### config.mk
export PLATFORM = sky130hd
export DESIGN_NAME = vec_dispatcher
export DESIGN_NICKNAME = d
export VERILOG_FILES = /design/src/source/vec_pkg.sv /design/src/source/vec_dispatcher.sv
export SDC_FILE = /design/constraint.sdc
export NUM_CORES = 1
export LEC_CHECK = 0
export BUFFER_PORTS_ARGS = -buffer_cell sky130_fd_sc_hd__buf_2
export CAP_MARGIN = 25
export CORE_MARGIN = 2
export CORE_UTILIZATION = 39
export DETAILED_ROUTE_END_ITERATION = 7
export PLACE_DENSITY = 0.81
export RECOVER_POWER = 25
export SLEW_MARGIN = 25
export SYNTH_ARGS = -nofsm -noshare
export SYNTH_HDL_FRONTEND = slang
export SYNTH_SLANG_ARGS = --single-unit
### constraint.sdc
create_clock -name clk_i -period 3.38 [get_ports clk_i]
set_input_delay 0.169 -clock clk_i [delete_from_list [all_inputs] [get_ports clk_i]]
set_output_delay 0.169 -clock clk_i [all_outputs]
set_load 0.005 [all_outputs]
### src/source/vec_pkg.sv
/*
  Shared sizes, types and operation codes of the vector coprocessor.
  VlMax must stay a power of two: element indices are split into
  lane and slot fields by bit slicing.
*/
package vec_pkg;

  //////////////////////////////////////////////////////////////////////
  // Sizes
  //////////////////////////////////////////////////////////////////////

  localparam int unsigned NrLanes      = 4;
  localparam int unsigned ElemWidth    = 32;
  localparam int unsigned SlotsPerLane = 4;
  localparam int unsigned NrVRegs      = 8;
  localparam int unsigned VlMax        = NrLanes * SlotsPerLane;
  // Read stage plus writeback stage
  localparam int unsigned NrInFlight   = 2;

  // Derived field widths
  localparam int unsigned LaneIdWidth  = $clog2(NrLanes);
  localparam int unsigned SlotWidth    = $clog2(SlotsPerLane);
  localparam int unsigned ElemIdxWidth = $clog2(VlMax);
  localparam int unsigned VRegWidth    = $clog2(NrVRegs);
  localparam int unsigned VlWidth      = $clog2(VlMax + 1);

  //////////////////////////////////////////////////////////////////////
  // Types
  //////////////////////////////////////////////////////////////////////

  typedef logic [ElemWidth-1:0] elem_t;
  typedef logic [VRegWidth-1:0] vreg_t;
  typedef logic [VlWidth-1:0]   vl_t;
  typedef logic [SlotWidth-1:0] slot_t;

  typedef enum logic [3:0] {
    VADD_VV = 4'd0,
    VSUB_VV = 4'd1,
    VAND_VV = 4'd2,
    VOR_VV  = 4'd3,
    VXOR_VV = 4'd4,
    VADD_VX = 4'd5,
    VMV_VX  = 4'd6,
    VCPOP_M = 4'd7,
    VEXT_XV = 4'd8
  } vec_op_e;

  // Operations that return a scalar instead of writing vd
  function automatic logic is_reduction(vec_op_e op);
    return (op == VCPOP_M) || (op == VEXT_XV);
  endfunction

endpackage : vec_pkg
### src/source/vec_dispatcher.sv
/*
  Front end holding a single request.
  vl above VlMax is clamped on entry. A scalar operation is not
  offered downstream while an earlier scalar response is still pending.
*/
`timescale 1ns/1ps

module vec_dispatcher import vec_pkg::*; (
  input  logic    clk_i,
  input  logic    rst_n_i,
  // Request port
  input  logic    req_valid_i,
  output logic    req_ready_o,
  input  vec_op_e req_op_i,
  input  vreg_t   req_vd_i,
  input  vreg_t   req_vs1_i,
  input  vreg_t   req_vs2_i,
  input  elem_t   req_scalar_i,
  input  vl_t     req_vl_i,
  // Towards the sequencer
  output logic    issue_valid_o,
  input  logic    issue_ready_i,
  output vec_op_e issue_op_o,
  output vreg_t   issue_vd_o,
  output vreg_t   issue_vs1_o,
  output vreg_t   issue_vs2_o,
  output elem_t   issue_scalar_o,
  output vl_t     issue_vl_o,
  // Scalar response still waiting at the output
  input  logic    resp_pending_i
);

  logic held_q;
  logic req_fire;
  logic issue_fire;

  assign req_ready_o = ~held_q;
  assign req_fire    = req_valid_i & req_ready_o;

  // Only one scalar result may be outstanding at the output
  assign issue_valid_o = held_q & ~(is_reduction(issue_op_o) & resp_pending_i);
  assign issue_fire    = issue_valid_o & issue_ready_i;

  always_ff @(posedge clk_i or negedge rst_n_i) begin
    if (!rst_n_i) begin
      held_q <= 1'b0;
    end else if (req_fire) begin
      held_q <= 1'b1;
    end else if (issue_fire) begin
      held_q <= 1'b0;
    end
  end

  // Request fields
  always_ff @(posedge clk_i) begin
    if (req_fire) begin
      issue_op_o     <= req_op_i;
      issue_vd_o     <= req_vd_i;
      issue_vs1_o    <= req_vs1_i;
      issue_vs2_o    <= req_vs2_i;
      issue_scalar_o <= req_scalar_i;
      issue_vl_o     <= (req_vl_i > vl_t'(VlMax)) ? vl_t'(VlMax) : req_vl_i;
    end
  end

endmodule : vec_dispatcher

==> summary.md, run 1 <==
| Metric | Value |
|---|---|
| CTS root buffer | `clkbuf_8` |
| Max_cap viols | `0` |
| Cts repair resizes | `0` |
| Clock latency at the later pin of the worst-skew pair | `slightly below 300 ps` |
| Initial antenna violation count | `0` |
| Synth warn | `0` |
| Die width | `68.3 µm` |
| Average wire per standard cell | `13.2 µm` |
| Final hold vios | `0` |
| 1st-iter DRT viols | `19` |
| Post-CTS setup buffers | `0` |
| Routed wire length | `slightly above 3000 µm` |
| Setup TNS Final | `0 ps` |
| Post-synth top area cell | `edfxtp_1` |
| Unrepaired setup endpoints after global routing | `false` |
| Top cells by area, synth | `edfxtp_1 (93%), nor2b_1 (1.9%), dfrtp_1 (1.6%)` |
| Synthesized area | `around 1600 µm²` |
| Row Count | `23` |
| Filler Cell Count | `around 330` |
| Vias in the first global route | `a little under 900` |
| Fin. max-slew vios | `0` |
| # setup viols final | `0` |
| Crit start category | `flop` |
| Pre-CTS setup slack | `roughly 1600 ps` |
| Worst vdd ir | `0.000298 V` |
| Post-layout util | `between 50% and 60%` |
| Core box area | `roughly 4000 µm²` |
| Clock share of power | `roughly 27%` |
| Seq pwr share | `63.7%` |
| Worst-path fanout max | `26` |
| DRC viols | `0` |
| Crit end category | `flop` |
| Antenna Violating Nets Remaining | `0` |
| Comb power frac | `about a tenth` |
| Initial Util | `40.3%` |
| Synthesized area per cell | `about 25 µm²` |
| Period utilization | `52.8%` |
| Count of cell types in the netlist | `11` |
| Crit path kind | `flop to flop` |
| CTS HTree Levels | `2` |
| Clk buf depth | `2` |
| Internal | `around 0.95 mW` |
| GP Congestion | `0.663` |
| Sw Ratio | `between 20% and 30%` |
| CTS Buf Count | `5` |
| Router iterations before antenna repair | `4` |
| Status | `completed` |
| Critical path arrival | `~1800 ps` |
| # IOs | `107` |
| PortBufs | `between 100 and 150` |
| WHS | `47.7 ps` |
| Pwr per Cell Area | `between 500 and 600 nW/µm²` |
| Yosys top cell area share | `93.1%` |
| Clock Skew | `1.44 ps` |
| Clock slew at reported path FFs | `80 ps` |
| Fin nets | `233` |
| P_sw | `between 0.2 and 0.25 mW` |
| Clk sink count | `51` |
| Total GRT Usage | `between 10% and 20%` |
| N_diodes | `0` |
| Largest net degree at the start of global routing | `27` |
| Commonest non-fill, non-tap cells in the layout | `buf_2 (106), edfxtp_1 (50), clkbuf_8 (5)` |
| Area growth syn-to-layout | `43.4%` |
| Worst-Margin Slew | `690 ps` |
| Commonest non-fill, non-tap cell in the layout | `buf_2` |
| CP required | `about 3400 ps` |
| TritonCTS clock tree | `done` |
| Slew HR | `53.9%` |
| Fmax | `approximately 560 MHz` |
| Mapped Cells | `between 60 and 70` |
| Net Count, Synth | `roughly 120` |
| Via Count | `roughly 990` |
| Seq/Total Area, Yosys | `between 90% and 100%` |
| Count of state elements after synthesis | `51` |
| Final WS setup | `~1600 ps` |
| Total global routing overflow | `0` |
| Hold Crit Class | `primary input to flop` |
| Drt via density | `between 4 and 5` |
| Die footprint | `around 4700 µm²` |
| First-pass GRT wire length | `~4000 µm` |
| Crit path time final | `about 1800 ps` |
| Die Span Y | `around 68 µm` |
| P_leak | `~0.98 nW` |
| Cts hold-fix bufs | `1` |
| Share of layout cells above drive strength 1 | `around 65%` |
==> synth_stat cells, drive strengths merged <==
cell type,number
edfxtp,50
nor2b,5
a31oi,1
and2,1
and4b,1
clkbuf,1
dfrtp,1
inv,1
nor2,1
nor4b,1
o21ai,1
==> power by group through the flow <==
| stage | Clock, mW | Combinational [mW] | Sequential [mW] |
|---|---|---|---|
| 6_report | 0.324 | 0.112 | 0.764 |
| 3_5_place_dp | 0 | 0.114 | 0.779 |
| 5_1_grt | 0.365 | 0.128 | 0.768 |
| 3_3_place_gp | 0 | 0.111 | 0.777 |
| 2_1_floorplan | 0 | 0.0254 | 0.787 |
| 4_1_cts | 0.337 | 0.115 | 0.765 |
==> worst max-delay path, cell delays in order (launching register included) <==
cell and delay, ps:
dfrtp_1 440, nor2b_4 580, buf_4 430
==> kinds of logic after synthesis <==
family / Yosys count / share of synthesized area, %
simple gates: 9 / 4.19
buf+inv: 2 / 0.465
compound gates: 2 / 0.698
flops: 51 / 94.6
==> final cells by class <==
cell class                 count  area (µm²)  area share [%]
sequential                    51        1530            66.0
timing repair buffer         108         548            23.7
multi-input combinational     11        86.3            3.73
clock buffer                   6        72.6            3.14
tap                           50        62.6            2.71
clock inverter                 2        12.5           0.541
inverter                       1        3.75           0.162
==> layer usage <==
layer	vias up	track usage [%]	part of all wire, %
li1	475	-	-
met1	454	13.0	34
met2	52	22.9	56
met3	4	6.41	8.9
met4	0	4.50	0.83
met5	-	0	0
==> flip-flops by register name (all words and copies together) (netlist names) <==
signal          flops
issue_vl_o          5
issue_scalar_o     32
issue_vd_o          3
issue_vs1_o         3
held_q              1
issue_vs2_o         3
issue_op_o          4
==> metrics by stage <==
stage | area (µm²) | std cells | total power [mW]
6_report | 2310 | 229 | 1.20
3_3_place_gp | 2220 | 220 | 0.889
3_5_place_dp | 2220 | 220 | 0.893
4_1_cts | 2310 | 229 | 1.22
5_1_grt | 2310 | 229 | 1.26
2_1_floorplan | 1610 | 64 | 0.813
==> final timing paths <==
kind / slack [ps] / depth (start not counted) / start / end
setup / recovery: 1600 / 2 / held_q / issue_scalar_o[11]
hold / removal: 50 / 1 / req_scalar_i[29] / issue_scalar_o[29]
setup reg to reg: 1600 / 2 / held_q / issue_scalar_o[11]
hold reg to reg: 580 / 1 / held_q / held_q
max in group asynchronous: 3110 / 2 / rst_n_i / held_q
min in group asynchronous: 180 / 2 / rst_n_i / held_q
No activity file was read; power rests on OpenSTA's default activity.
==> run 2, diff against run 1 <==
--- a/config.mk
+++ b/config.mk
@@ -8,7 +8,7 @@
 export BUFFER_PORTS_ARGS = -buffer_cell sky130_fd_sc_hd__buf_2
 export CAP_MARGIN = 25
 export CORE_MARGIN = 2
-export CORE_UTILIZATION = 39
+export CORE_UTILIZATION = 37
 export DETAILED_ROUTE_END_ITERATION = 7
 export PLACE_DENSITY = 0.81
 export RECOVER_POWER = 25
==> constraint.sdc (replaced) <==
create_clock -name clk_i -period 1.6 [get_ports clk_i]
set_input_delay 0.08 -clock clk_i [delete_from_list [all_inputs] [get_ports clk_i]]
set_output_delay 0.08 -clock clk_i [all_outputs]
set_load 0.005 [all_outputs]
==> summary.md, run 2 (synthesis gave the netlist of run 1 again) <==
| Metric | Value |
|---|---|
| Crit path kind | `flop to output pin` |
| Die width | `approximately 70 µm` |
| Status | `completed` |
| Commonest non-fill, non-tap cells in the layout | `buf_2 (104), edfxtp_1 (50), dlygate4sd3_1 (47)` |
| Seq pwr share | `approximately three fifths` |
| Worst vdd ir | `between 0.0005 and 0.0006 V` |
| Largest register FFs | `32` |
| Drt via density | `between 4 and 5` |
| Row Count | `24` |
| Worst-path fanout max | `3` |
| CTS Buf Count | `5` |
| Placed cell area | `roughly 2200 µm²` |
| Clock share of power | `26.9%` |
| First-pass GRT wire length | `6100 µm` |
| Post-CTS setup buffers | `0` |
| # setup viols final | `0` |
| Post-detail-place hpwl | `2450 µm` |
| TritonCTS clock tree | `done` |
| Crit path time final | `~1600 ps` |
| Internal | `2.09 mW` |
| Total GRT Usage | `16.8%` |
| Fmax | `between 600 and 700 MHz` |
| Fin nets | `~280` |
| P_sw | `0.593 mW` |
| Period utilization | `a little over nine tenths` |
| DRC viols | `0` |
| CP delay by family, top | `simple AND/OR/NAND/NOR gates` |
| Critical path origin | `issue_op_o[1]` |
| Worst-Margin Slew | `about 260 ps` |
| Fin. max-slew vios | `0` |
| Final hold vios | `0` |
| Clock slew at reported path FFs | `about 90 ps` |
| Max_cap viols | `0` |
| Crit start category | `flop` |
| N_diodes | `0` |
| Crit-path slowest cell | `edfxtp_1` |
| Slew HR | `82.4%` |
| PortBufs | `between 100 and 150` |
| Crit path buffers/inverters | `1` |
| Largest registers | `issue_scalar_o x32, issue_vl_o x5, issue_op_o x4` |
| Total global routing overflow | `0` |
| Antenna Violating Nets Remaining | `0` |
| GP Congestion | `around 0.71` |
| P_leak | `about 1.2 nW` |
| CTS HTree Levels | `2` |
| Via Count | `between 1000 and 1500` |
| Top sig layer | `met4` |
| Placed cells | `approximately 220` |
| Die footprint | `between 4000 and 5000 µm²` |
| Metal-1 WL | `approximately 1500 µm` |
| Hold Crit Class | `primary input to flop` |
| Fin area | `about 2800 µm²` |
| Most flops, register | `issue_scalar_o` |
| Critical path arrival | `roughly 1500 ps` |
| Post-layout util | `around 65%` |
| Fin cells | `277` |
| Core box area | `roughly 4300 µm²` |
| Setup TNS Final | `0 ps` |
| Average wire per standard cell | `between 10 and 15 µm` |
| Share of layout cells above drive strength 1 | `about half` |
| 1st-iter DRT viols | `between 40 and 50` |
| Worst path cell trace | `and4b_1 -> o21ai_1 -> and2_4 -> buf_2` |
| Clk sink count | `51` |
| Die Span Y | `roughly 70 µm` |
| Clock latency at the later pin of the worst-skew pair | `300 ps` |
| Commonest non-fill, non-tap cell in the layout | `buf_2` |
| Pwr per Cell Area | `just under 1000 nW/µm²` |
| Hold Crit Start | `req_valid_i` |
| Vias in the first global route | `between 1000 and 1500` |
| Crit end category | `output pin` |
| CTS root buffer | `clkbuf_8` |
| Router iterations before antenna repair | `2` |
| Met3 wire len | `just over 300 µm` |
| Largest net degree at the start of global routing | `roughly 50` |
| Clock Skew | `~5.5 ps` |
| CP max stage delay | `roughly 430 ps` |
| Metal2 WL | `between 2000 and 2500 µm` |
| Area growth syn-to-layout | `73.0%` |
| CP required | `between 1500 and 2000 ps` |
| Initial antenna violation count | `0` |
| Initial Util | `37.8%` |
| Sw Ratio | `between 20% and 30%` |
| RR Startpoint | `held_q` |
| Routed wire length | `slightly above 4000 µm` |
| Total chip power | `2.69 mW` |
| Clk buf depth | `2` |
| # IOs | `about 110` |
| Comb power frac | `roughly 13%` |
[run 2: cell types whose count changed in the layout (fill, tap and decap cells not counted)]
cell,previous run,this run
and2_2,1,0
and2_4,0,1
buf_12,0,1
buf_2,106,104
buf_4,1,0
clkbuf_1,1,2
clkinvlp_4,0,1
dlygate4sd3_1,1,47
[run 2: per-layer routing]
| layer | vias to the layer above | global-route usage, % |
|---|---|---|
| li1 | 569 | - |
| met1 | 548 | 17.9 |
| met2 | 66 | 29.8 |
| met3 | 10 | 6.64 |
| met4 | 0 | 6.62 |
| met5 | - | 0 |
[run 2: metrics by stage]
stage          hold WS [ps]  setup WS [ps]
2_1_floorplan          -216          -3.47
3_3_place_gp           -143            446
3_5_place_dp           -144            404
4_1_cts                4.82           66.5
5_1_grt                50.8          -27.1
6_report               44.0           18.4
[run 2: cell type report]
type | count | area (µm²)
Clock buffer | 5 | 68.8
Fill cell | 313 | 1470
Sequential cell | 51 | 1530
Timing Repair Buffer | 154 | 1020
Tap cell | 52 | 65.1
Clock inverter | 3 | 20.0
Multi-Input combinational cell | 11 | 87.6
Inverter | 1 | 3.75
[run 2: worst paths after layout]
check,slack [ps],endpoint,cells past startpoint
setup / recovery,20,issue_valid_o,4
hold / removal,40,held_q,3
setup reg to reg,380,issue_vs1_o[0],2
hold reg to reg,640,held_q,1
max in group asynchronous,1440,held_q,2
min in group asynchronous,80,held_q,2
[run 2: worst reg2reg max path: stages (launching register included)]
cell	delay (ps)
dfrtp_1	470
nor2b_4	160
buf_12	270
[run 2: power by group through the flow]
stage / clock (mW) / combinational, mW / sequential [mW]
floorplan: 0 / 0.0562 / 1.66
global placement: 0 / 0.241 / 1.64
detailed placement: 0 / 0.251 / 1.65
CTS: 0.737 / 0.342 / 1.62
global route: 0.797 / 0.374 / 1.63
finish: 0.723 / 0.345 / 1.62
[run 2: repair_timing]
action | 4_1_cts | 5_1_grt
hold endpoints to repair | 47 | 0
setup endpoints to repair | 0 | 1
resized for setup | 0 | 1
hold buffers | 47 | 0
