[config.mk]
export PLATFORM = sky130hd
export DESIGN_NAME = vec_mask_unit
export DESIGN_NICKNAME = d
export VERILOG_FILES = /design/src/source/vec_pkg.sv /design/src/source/vec_mask_unit.sv
export SDC_FILE = /design/constraint.sdc
export NUM_CORES = 1
export LEC_CHECK = 0
export BUFFER_PORTS_ARGS = -buffer_cell sky130_fd_sc_hd__buf_4
export CAP_MARGIN = 20
export CORE_AREA = 5 5 146 148
export CTS_CLUSTER_DIAMETER = 150
export DETAILED_ROUTE_END_ITERATION = 8
export DIE_AREA = 0 0 151 153
export GPL_TIMING_DRIVEN = 0
export SLEW_MARGIN = 5
export SYNTH_ARGS = -nofsm -noshare
export SYNTH_HDL_FRONTEND = slang
export SYNTH_SLANG_ARGS = --single-unit
[constraint.sdc]
create_clock -name clk_i -period 6.2 [get_ports clk_i]
set_clock_uncertainty 0.2 [all_clocks]
set_input_delay 1.24 -clock clk_i [delete_from_list [all_inputs] [get_ports clk_i]]
set_output_delay 1.24 -clock clk_i [all_outputs]
set_load 0.005 [all_outputs]
[src/source/vec_pkg.sv]
/*
  Shared sizes, types and operation codes of the vector coprocessor.
  VlMax must stay a power of two: element indices are split into
  lane and slot fields by bit slicing.
*/
package vec_pkg;

  //////////////////////////////////////////////////////////////////////
  // Sizes
  //////////////////////////////////////////////////////////////////////

  localparam int unsigned NrLanes      = 4;
  localparam int unsigned ElemWidth    = 32;
  localparam int unsigned SlotsPerLane = 4;
  localparam int unsigned NrVRegs      = 8;
  localparam int unsigned VlMax        = NrLanes * SlotsPerLane;
  // Read stage plus writeback stage
  localparam int unsigned NrInFlight   = 2;

  // Derived field widths
  localparam int unsigned LaneIdWidth  = $clog2(NrLanes);
  localparam int unsigned SlotWidth    = $clog2(SlotsPerLane);
  localparam int unsigned ElemIdxWidth = $clog2(VlMax);
  localparam int unsigned VRegWidth    = $clog2(NrVRegs);
  localparam int unsigned VlWidth      = $clog2(VlMax + 1);

  //////////////////////////////////////////////////////////////////////
  // Types
  //////////////////////////////////////////////////////////////////////

  typedef logic [ElemWidth-1:0] elem_t;
  typedef logic [VRegWidth-1:0] vreg_t;
  typedef logic [VlWidth-1:0]   vl_t;
  typedef logic [SlotWidth-1:0] slot_t;

  typedef enum logic [3:0] {
    VADD_VV = 4'd0,
    VSUB_VV = 4'd1,
    VAND_VV = 4'd2,
    VOR_VV  = 4'd3,
    VXOR_VV = 4'd4,
    VADD_VX = 4'd5,
    VMV_VX  = 4'd6,
    VCPOP_M = 4'd7,
    VEXT_XV = 4'd8
  } vec_op_e;

  // Operations that return a scalar instead of writing vd
  function automatic logic is_reduction(vec_op_e op);
    return (op == VCPOP_M) || (op == VEXT_XV);
  endfunction

endpackage : vec_pkg
[src/source/vec_mask_unit.sv]
/*
  Reduces lane elements to one scalar and holds it on the response port.
  Only one reduction is handled at a time: red_ready_o stays low
  until the pending response has been taken.
*/
`timescale 1ns/1ps

module vec_mask_unit import vec_pkg::*; (
  input  logic               clk_i,
  input  logic               rst_n_i,
  // From the sequencer
  input  logic               red_valid_i,
  input  logic               red_first_i,
  input  logic               red_last_i,
  input  vec_op_e            red_op_i,
  input  slot_t              red_slot_i,
  input  logic [NrLanes-1:0] red_active_i,
  input  elem_t              red_index_i,
  output logic               red_ready_o,
  // vs2 elements of the current slot
  input  elem_t              lane_vs2_i [NrLanes],
  // Scalar response
  output logic               resp_valid_o,
  output elem_t              resp_data_o,
  input  logic               resp_ready_i
);

  logic [ElemIdxWidth-1:0] ext_idx;
  logic [LaneIdWidth-1:0]  ext_lane;
  slot_t                   ext_slot;
  elem_t                   acc_q;
  elem_t                   acc_d;

  // Extract index wraps at VlMax
  assign ext_idx  = red_index_i[ElemIdxWidth-1:0];
  assign ext_lane = ext_idx[LaneIdWidth-1:0];
  assign ext_slot = ext_idx[ElemIdxWidth-1:LaneIdWidth];

  always_comb begin
    acc_d = red_first_i ? '0 : acc_q;
    if (red_op_i == VCPOP_M) begin
      for (int l = 0; l < NrLanes; l++) begin
        if (red_active_i[l] && lane_vs2_i[l][0]) begin
          acc_d = acc_d + elem_t'(1);
        end
      end
    end else if (red_slot_i == ext_slot && red_active_i[ext_lane]) begin
      // Index at or above vl is never active and leaves zero
      acc_d = lane_vs2_i[ext_lane];
    end
  end

  always_ff @(posedge clk_i) begin
    if (red_valid_i) begin
      acc_q <= acc_d;
    end
    if (red_valid_i && red_last_i) begin
      resp_data_o <= acc_d;
    end
  end

  always_ff @(posedge clk_i or negedge rst_n_i) begin
    if (!rst_n_i) begin
      resp_valid_o <= 1'b0;
    end else if (red_valid_i && red_last_i) begin
      resp_valid_o <= 1'b1;
    end else if (resp_ready_i) begin
      resp_valid_o <= 1'b0;
    end
  end

  assign red_ready_o = ~resp_valid_o;

endmodule : vec_mask_unit

==> results by group, run 1 <==
Critical path
  – Critical path, cell by cell: buf_4 -> buf_2 -> buf_6 -> nor2b_4 -> ha_4 -> nand4b_1 -> buf_4 -> or4_4 -> xnor2_4 -> or3_1 -> a211oi_2 -> nor2_1 -> or4_4 -> xnor2_1 -> o21ba_2 -> nor3_4 -> a31oi_1 -> or3_1 -> a31o_1
  – CP peak stage delay: 0.54 ns
  – CP startpoint kind: primary input
  – Crit Path Category: in -> reg
  – Worst R2R Start: acc_q[0]
  – Crit path max-delay cell type: or4_4
  – Critical path's top delay family: simple AND/OR/NAND/NOR gates
  – Worst endpoint required time: 6.06 ns
  – CP Capture Type: flop
  – Worst path arrival time: 5.97 ns
  – Worst Path Buf+Inv: 4
  – R2R setup slack: 0.76 ns
  – Worst Path Max Fanout: 10
  – Critical R2R Capture: acc_q[26]
  – Reg2reg path depth: 17

Placed design
  – Count of input and output buffers: 177
  – Worst slack, placed: -1.12 ns
  – Post-DP HPWL: 24000 microns
  – Post-DP Area: 9460 sq um
  – GP Congestion: 0.960
  – Post-placement cell count: 1303

Yosys
  – Mean area per synthesized cell: 9.10 sq um
  – EDFF count, synth: 64
  – #FFs+latches synth: 65
  – Prevailing post-synth register cell: edfxtp_1
  – Post-synthesis sequential area ratio: 0.250
  – FFs w/ async S/R, synth: 0.0154
  – Count of different cell masters after synthesis: 93
  – Gate Count Post-Synth: 856
  – Ys Warns: 0
  – Post-Syn Nets: 1036
  – Syn Std Cell Area: 7790 sq um

Power and ir drop
  – Pwr Density: 150 nW/um^2
  – Clk network pwr share: 0.337
  – Sw power: 0.473 mW
  – Pwr Total: 1.57 mW
  – Switch share: 0.302
  – Maximum VDD drop: 0.127 mV
  – Seq pwr share: 0.360
  – Leak Pwr: 3.75 nW
  – Int Power: 1.10 mW
  – Logic gate share of total power: 0.302

Global routing
  – Vias in the first global route: 7662
  – First-pass GRT wire length: 44200 microns
  – Aggregate global routing overflow: 0
  – Largest net degree at the start of global routing: 34
  – Antenna violations before repair: 0
  – GRT Overall Usage: 0.246

Routing
  – DRC violations left: 0
  – DR vias: 8098
  – Total Wirelength: 29400 microns
  – M1 WL: 13100 microns
  – Met3 routed wirelength: 2670 microns
  – Post-route ant nets: 0
  – WL per Instance: 22.0 microns
  – Vias per std cell: 6.06
  – Initial DRC Count: 818
  – DR top layer: met4
  – Pre-antenna DRT Iters: 5
  – WL met2: 13000 microns

Floorplanning
  – CORE AREA: 19900 sq um
  – Initial Util: 0.391
  – Die Area: 23100 sq um
  – # IOs: 210
  – Die Span Y: 153 microns
  – FP Rows: 52
  – Die W: 151 microns

Clock tree
  – Clk_lat worst skew: 0.33 ns
  – H-tree depth: 3
  – Bufs on Longest Clock Path: 2
  – CTS Buf Count: 9
  – TritonCTS clock tree: done
  – Root Driver: clkbuf_16
  – Post-cts hold buffer count: 0
  – Clk sinks: 65
  – Worst-path clk slew: 0.05 ns

Hold path
  – WHS Endpoint: resp_valid_o
  – Worst Hold Class: reg -> reg
  – Hold Crit Depth: 2
  – Hold path start: resp_valid_o

Timing
  – Total Neg Setup Slack: 0 ns
  – Unrepaired setup endpoints after global routing: false
  – Slew @ Worst Pin: 1.01 ns
  – Setup WS post-layout: 0.0937 ns
  – Setup violations, final: 0
  – Fmax: 164 MHz
  – Min Clock Period, post-route: 6.11 ns
  – Period utilization: 0.985
  – Hold_ws: 0.360 ns
  – Slew HR: 0.327
  – Max Slew Vio Count: 0
  – Fin. Hold Viols: 0

Run status
  – Outcome: complete, no violations

Finish
  – Post-route cell area: 10400 sq um
  – Inserted Diodes: 0
  – Area Growth Syn to Fin: 34.0%
  – Fin nets: 1242
  – Cell Count, Final, Fillers Out: 1337
  – Fraction of layout cells with a size suffix above 1: 0.349
  – Final Util: 0.524

Flow run
  – Number of max-cap violations: 0
==> tightest hold or removal path: stages (launching register included) <==
cell and delay (ns):
dfrtp_1 0.37, inv_1 0.07, o21bai_1 0.08
==> how the worst max path moves through the flow <==
stage,start,end,slack [ns],cells past startpoint
final,red_first_i,acc_q[26],0.09,19
after global routing,red_first_i,acc_q[26],0.007,20
after CTS,red_first_i,acc_q[26],0.01,22
after detailed placement,red_first_i,resp_data_o[26],-1.12,20
after global placement,red_first_i,resp_data_o[26],-1.13,20
after floorplan,red_first_i,acc_q[26],0.19,19
==> final cells by class <==
class,instances,area (sq um)
well taps,270,338
inverters,8,30.0
flip-flops and latches,65,1950
fillers,1935,9470
repair buffers,196,1470
plain buffers,42,215
multi-input cells,740,6120
clock inverters,7,85.1
clock buffers,9,225
==> state kept, by name, indices dropped and copies added, names as in the netlist <==
| name | count |
|---|---|
| resp_data_o | 32 |
| acc_q | 32 |
| resp_valid_o | 1 |
==> power groups by stage <==
stage	sequential [mW]	combinational, mW	clock (mW)
after global routing	0.569	0.511	0.551
after global placement	0.572	0.439	0
final	0.565	0.474	0.529
after floorplan	0.564	0.257	0
after detailed placement	0.572	0.439	0
after CTS	0.564	0.453	0.532
==> synthesized netlist by cell type (all sizes together), types with 11 or more instances <==
cell type / count / area share
a211oi: 23 / 0.023
a21oi: 33 / 0.021
and3: 14 / 0.011
buf: 18 / 0.015
clkbuf: 25 / 0.012
edfxtp: 64 / 0.25
mux2i: 16 / 0.021
mux4: 33 / 0.095
nand2: 70 / 0.034
nand2b: 11 / 0.0088
nand3: 41 / 0.027
nand4: 28 / 0.026
nand4b: 18 / 0.024
nor2: 68 / 0.035
nor2b: 12 / 0.0096
nor3: 34 / 0.025
nor3b: 11 / 0.011
nor4: 29 / 0.033
o21ai: 40 / 0.026
or3: 12 / 0.010
xnor2: 63 / 0.072
xor2: 32 / 0.036
==> what timing repair did <==
item                       CTS  global route
setup buffers                2            17
setup endpoints to repair   40            34
gates resized for setup     38            54
pin swaps                    5            17
==> logic make-up (layout without fill, tap and decap cells) <==
kind of cell / count (synthesis) / count (layout) / share of synthesized area
AND/OR/NAND/NOR: 393 / 393 / 0.303
adder cells (fa/ha/maj): 4 / 4 / 0.00642
buffers and inverters: 51 / 262 / 0.0305
AO/OA/AOI/OAI: 193 / 193 / 0.177
XOR/XNOR: 95 / 95 / 0.108
flip-flops: 65 / 65 / 0.250
multiplexers: 55 / 55 / 0.125
==> metal layers <==
layer	GRT usage	vias up
li1	-	3808
met1	0.367	3867
met2	0.368	385
met3	0.0423	38
met4	0.0652	0
met5	0	-
==> placed cells by master, fill, tap and decap left out, drive strengths merged, types with 10 or more instances in the layout <==
cell type | synthesis | routed
nor2 | 68 | 68
xnor2 | 63 | 63
a211oi | 23 | 23
nor3 | 34 | 34
nand2b | 11 | 11
nor4 | 29 | 29
edfxtp | 64 | 64
nor3b | 11 | 11
xor2 | 32 | 32
a31oi | 10 | 10
and3 | 14 | 14
nand4 | 28 | 28
or3 | 12 | 12
nand2 | 70 | 70
buf | 18 | 213
a21oi | 33 | 33
nor2b | 12 | 12
mux4 | 33 | 33
nand3 | 41 | 41
o21ai | 40 | 40
clkbuf | 25 | 34
mux2i | 16 | 16
nand4b | 18 | 18
and2 | 10 | 10
Power figures use the tool's default switching activity.
==> run 2: changes to the inputs <==
GPL_TIMING_DRIVEN = default   (was 0)
==> run 2 against run 1 <==
  * Fmax increased by 3.8%
  * Cell area decreased by 2.9%
  * Total power decreased by 0.61%
  * Sequential power about the same
  * Register-to-register slack improved by 0.08 ns
  * Critical path type unchanged
==> results by group, run 2 (synthesis gave the netlist of run 1 again) <==
Power and ir drop
  – Pwr Density: 154 nW/um^2
  – Clk network pwr share: 0.347
  – Leak Pwr: 3.68 nW
  – Int Power: 1.10 mW
  – Sw power: 0.460 mW
  – Switch share: 0.295
  – Seq pwr share: 0.361
  – Pwr Total: 1.56 mW
  – Maximum VDD drop: 0.157 mV
  – Logic gate share of total power: 0.292

Routing
  – Post-route ant nets: 0
  – DRC violations left: 0
  – Pre-antenna DRT Iters: 5
  – Total Wirelength: 27000 microns
  – Vias per std cell: 5.86
  – Initial DRC Count: 726
  – DR vias: 7894
  – WL per Instance: 20.1 microns

Global routing
  – Antenna violations before repair: 0
  – Aggregate global routing overflow: 0
  – GRT Overall Usage: 0.231
  – Vias in the first global route: 7537
  – First-pass GRT wire length: 42300 microns
  – Largest net degree at the start of global routing: 63

Critical path
  – Crit path top cell by count: buf_4
  – Cell count along the critical path: 20
  – Critical path, cell by cell: buf_4 -> nor2b_1 -> ha_1 -> and3_1 -> a21o_1 -> ha_1 -> and3_1 -> xnor2_1 -> nand3_1 -> buf_4 -> or3_1 -> nor2_1 -> nand4_1 -> buf_4 -> nor2_1 -> nor4b_2 -> xnor2_1 -> nand3_2 -> or3_1 -> a31oi_1
  – Worst Path Max Fanout: 6
  – Critical path's top delay family: simple AND/OR/NAND/NOR gates
  – Crit path max-delay cell type: xnor2_1
  – CP startpoint kind: primary input
  – Worst endpoint required time: 6.12 ns
  – Worst Path Buf+Inv: 3
  – Crit Path Category: in -> reg
  – Reg2reg path depth: 19
  – Worst path arrival time: 5.81 ns
  – CP peak stage delay: 0.41 ns
  – CP Capture Type: flop

Finish
  – Inserted Diodes: 0
  – Area Growth Syn to Fin: 30.1%
  – Most frequent cells in the layout: buf_4 (246), nand2_1 (70), nor2_1 (66)
  – Cell Count, Final, Fillers Out: 1346
  – Commonest non-fill, non-tap cell in the layout: buf_4
  – Fraction of layout cells with a size suffix above 1: 0.325
  – Fin nets: 1252
  – Biggest regs: acc_q: 32 flops, resp_data_o: 32 flops, resp_valid_o: 1 flops

Floorplanning
  – FP Rows: 52
  – Die W: 151 microns
  – Die Span Y: 153 microns
  – Die Area: 23100 sq um
  – Initial Util: 0.391
  – CORE AREA: 19900 sq um
  – # IOs: 210

Flow run
  – Number of max-cap violations: 0

Timing
  – Slew HR: 0.425
  – Setup violations, final: 0
  – Fmax: 170 MHz
  – Min Clock Period, post-route: 5.88 ns
  – Unrepaired setup endpoints after global routing: false
  – Period utilization: 0.949
  – Setup WS post-layout: 0.318 ns
  – Slew @ Worst Pin: 0.863 ns
  – Fin. Hold Viols: 0
  – Max Slew Vio Count: 0

Placed design
  – Post-DP HPWL: 22200 microns
  – Post-placement cell count: 1330
  – GP Congestion: 0.925
  – Count of input and output buffers: 181
  – Worst slack, placed: -0.00909 ns

Hold path
  – Worst Hold Class: reg -> reg
  – Hold Crit Depth: 2

Clock tree
  – CTS Buf Count: 9
  – TritonCTS clock tree: done
  – Clk sinks: 65
  – Worst-path clk slew: 0.05 ns
  – Root Driver: clkbuf_16
  – Post-cts hold buffer count: 0
  – Bufs on Longest Clock Path: 2
  – Clk_lat worst skew: 0.33 ns
  – H-tree depth: 3

Run status
  – Outcome: complete, no violations
## run 2: layout make-up
type,count,area (sq um)
clock buffers,9,225
repair buffers,248,1890
flip-flops and latches,65,1950
clock inverters,6,92.6
fillers,2029,9770
well taps,270,338
multi-input cells,740,5620
inverters,8,30.0
## run 2: worst reg2reg max path, cell delays in order, from the launching register on
cell and delay (ns):
edfxtp_1 0.48, nor2b_1 0.20, ha_1 0.29, and3_1 0.17
a21o_1 0.18, ha_1 0.23, and3_1 0.23, xnor2_1 0.41
nand3_1 0.18, buf_4 0.18, or3_1 0.38, nor2_1 0.15
nand4_1 0.16, buf_4 0.21, nor2_1 0.22, nor4b_2 0.28
xnor2_1 0.21, nand3_2 0.15, or3_1 0.37, a31oi_1 0.29
## run 2: routing by layer
layer / wire (microns) / vias to the layer above / part of all wire / global-route usage
li1: - / 3815 / - / -
met1: 13100 / 3756 / 0.48 / 0.364
met2: 11400 / 299 / 0.42 / 0.329
met3: 2170 / 24 / 0.080 / 0.0429
met4: 361 / 0 / 0.013 / 0.0440
met5: 0 / - / 0 / 0
## run 2: repair_timing
action	CTS	global route
buffers inserted	0	1
gates resized for setup	0	2
setup endpoints to repair	0	4
## run 2: per-stage QoR
stage	instance area (sq um)	util	TNS, ns	hold WS [ns]
after global placement	9800	0.492	0	0.339
after detailed placement	9800	0.492	-0.0180	0.344
after global routing	10100	0.509	0	0.409
after floorplan	7790	-	0	0.359
final	10100	0.509	0	0.349
after CTS	10100	0.508	0	0.351
## run 2: path summary, 6_finish.rpt
| kind | startpoint | endpoint | slack, ns |
|---|---|---|---|
| max | red_first_i | acc_q[30] | 0.32 |
| min | resp_valid_o | resp_valid_o | 0.35 |
| max reg2reg | acc_q[1] | acc_q[30] | 0.84 |
| min reg2reg | resp_valid_o | resp_valid_o | 0.35 |
| max in group asynchronous | rst_n_i | resp_valid_o | 5.24 |
| min in group asynchronous | rst_n_i | resp_valid_o | 0.48 |
## run 2: power groups by stage
stage	logic, mW	clock network (mW)	registers [mW]
6_report	0.455	0.540	0.564
5_1_grt	0.493	0.570	0.568
4_1_cts	0.451	0.550	0.563
3_5_place_dp	0.447	0	0.571
3_3_place_gp	0.445	0	0.570
2_1_floorplan	0.257	0	0.564
==> run 3: changes to the inputs <==
CORE_AREA = 5 5 140 155   (was 5 5 146 148)
DIE_AREA = 0 0 145 160   (was 0 0 151 153)
==> run 3 against run 2 <==
  * Cell area rose by 1.6%
  * Utilization is 1.1 points higher
  * Total power decreased by 3.3%
  * Clock power shrank 10%
  * Combinational power rose by 1%
  * Via count rose by 0.94%
  * Hold slack got worse by 0.0014 ns
  * Count of clock-buffer cells in the layout rose by 1
  * Critical path depth unchanged
  * Sequential power is essentially flat
  * Setup slack gained 0.087 ns
  * Largest cell class unchanged
==> results by group, run 3 (synthesis gave the netlist of run 1 again) <==
Routing
  – Total Wirelength: 27000 microns
  – Pre-antenna DRT Iters: 7
  – DR vias: 7968
  – Vias per std cell: 5.86
  – Initial DRC Count: 659
  – Post-route ant nets: 0
  – WL per Instance: 19.9 microns
  – DRC violations left: 0

Global routing
  – Antenna violations before repair: 0
  – Aggregate global routing overflow: 0
  – First-pass GRT wire length: 41600 microns
  – Largest net degree at the start of global routing: 44
  – GRT Overall Usage: 0.221
  – Vias in the first global route: 7410

Timing
  – Fin. Hold Viols: 0
  – Max Slew Vio Count: 0
  – Total Neg Setup Slack: 0 ns
  – Setup WS post-layout: 0.405 ns
  – Min Clock Period, post-route: 5.79 ns
  – Setup violations, final: 0
  – Hold_ws: 0.348 ns
  – Slew @ Worst Pin: 0.926 ns
  – Fmax: 173 MHz
  – Slew HR: 0.383
  – Period utilization: 0.935
  – Unrepaired setup endpoints after global routing: false

Critical path
  – Worst endpoint required time: 6.13 ns
  – CP peak stage delay: 0.41 ns
  – Crit path max-delay cell type: or3_1
  – CP Capture Type: flop
  – Worst path arrival time: 5.73 ns
  – Crit Path Category: in -> reg
  – Critical path, cell by cell: buf_4 -> nor2b_1 -> ha_1 -> and3_1 -> a21o_1 -> ha_1 -> mux2_2 -> ha_1 -> nand3_1 -> xnor2_1 -> nand4b_1 -> nor4_1 -> buf_4 -> nand3_1 -> nor4b_2 -> nand2_1 -> a211oi_1 -> nand3_1 -> or3_1 -> a31oi_1
  – Critical path's top delay family: simple AND/OR/NAND/NOR gates
  – CP startpoint kind: primary input
  – Worst Path Max Fanout: 5
  – Worst Path Buf+Inv: 2

Finish
  – Commonest non-fill, non-tap cell in the layout: buf_4
  – Fraction of layout cells with a size suffix above 1: 0.343
  – Final Util: 0.520
  – Fin nets: 1283
  – Inserted Diodes: 0
  – Most frequent cells in the layout: buf_4 (279), nand2_1 (70), nor2_1 (66)
  – Cell Count, Final, Fillers Out: 1360
  – Biggest regs: acc_q: 32 flops, resp_data_o: 32 flops, resp_valid_o: 1 flops
  – Area Growth Syn to Fin: 32.2%
  – Post-route cell area: 10300 sq um

Clock tree
  – Clk sinks: 65
  – Clk_lat worst skew: 0.33 ns
  – Bufs on Longest Clock Path: 2
  – Post-cts hold buffer count: 0
  – TritonCTS clock tree: done
  – Worst-path clk slew: 0.05 ns
  – CTS Buf Count: 9
  – H-tree depth: 3
  – Root Driver: clkbuf_16

Power and ir drop
  – Clk network pwr share: 0.321
  – Maximum VDD drop: 0.164 mV
  – Sw power: 0.444 mW
  – Logic gate share of total power: 0.305
  – Int Power: 1.06 mW
  – Pwr Density: 146 nW/um^2
  – Leak Pwr: 3.81 nW
  – Seq pwr share: 0.374
  – Pwr Total: 1.51 mW
  – Switch share: 0.295

Floorplanning
  – Initial Util: 0.394
  – # IOs: 210
  – Die W: 145 microns
  – Die Area: 23200 sq um
  – Die Span Y: 160 microns
  – CORE AREA: 19800 sq um
  – FP Rows: 54

Placed design
  – Post-DP HPWL: 22500 microns
  – Worst slack, placed: 0.0723 ns
  – Post-placement cell count: 1343
  – Post-DP Area: 9990 sq um
  – GP Congestion: 0.905
  – Count of input and output buffers: 181

Flow run
  – Number of max-cap violations: 0

Run status
  – Outcome: complete, no violations

Hold path
  – Worst Hold Class: reg -> reg
-- run 3: timing repair --
| action | 4_1_cts | 5_1_grt |
|---|---|---|
| resized for setup | 0 | 4 |
| setup buffers | 0 | 1 |
| setup endpoints to repair | 0 | 12 |
-- run 3: layout make-up --
type	instances	area, sq um
flip-flops and latches	65	1950
inverters	8	30.0
clock buffers	10	229
repair buffers	279	2090
well taps	252	315
fillers	1859	9500
multi-input cells	740	5630
clock inverters	6	58.8
-- run 3: power groups by stage --
stage / Sequential (mW) / Clock, mW / Combinational, mW
floorplan: 0.564 / 0 / 0.257
global placement: 0.571 / 0 / 0.451
detailed placement: 0.571 / 0 / 0.453
CTS: 0.563 / 0.490 / 0.456
global route: 0.568 / 0.509 / 0.497
finish: 0.564 / 0.484 / 0.460
-- run 3: layer usage --
layer  part of all wire  global-route usage  vias to the layer above  routed length [microns]
met4              0.016              0.0467                        0                      434
li1                   -                   -                     3885                        -
met3              0.067              0.0224                       27                     1810
met5                  0                   0                        -                        0
met2               0.44               0.333                      273                    11800
met1               0.48               0.341                     3783                    13000
-- run 3: path summary, 6_finish.rpt --
kind,from,to,slack (ns),depth (start not counted)
min in group asynchronous,rst_n_i,resp_valid_o,0.48,1
min,resp_valid_o,resp_valid_o,0.35,2
max reg2reg,acc_q[1],acc_q[29],0.85,19
max,red_first_i,acc_q[29],0.41,20
min reg2reg,resp_valid_o,resp_valid_o,0.35,2
max in group asynchronous,rst_n_i,resp_valid_o,5.24,1
-- run 3: worst reg2reg max path: cells and delay by family (launching register included) --
kind / cells / cell delay [ns]
flip-flops: 1 / 0.50
AND/OR/NAND/NOR: 10 / 2.28
buffers and inverters: 1 / 0.20
adder cells (fa/ha/maj): 3 / 0.82
XOR/XNOR: 1 / 0.23
AO/OA/AOI/OAI: 3 / 0.67
multiplexers: 1 / 0.28
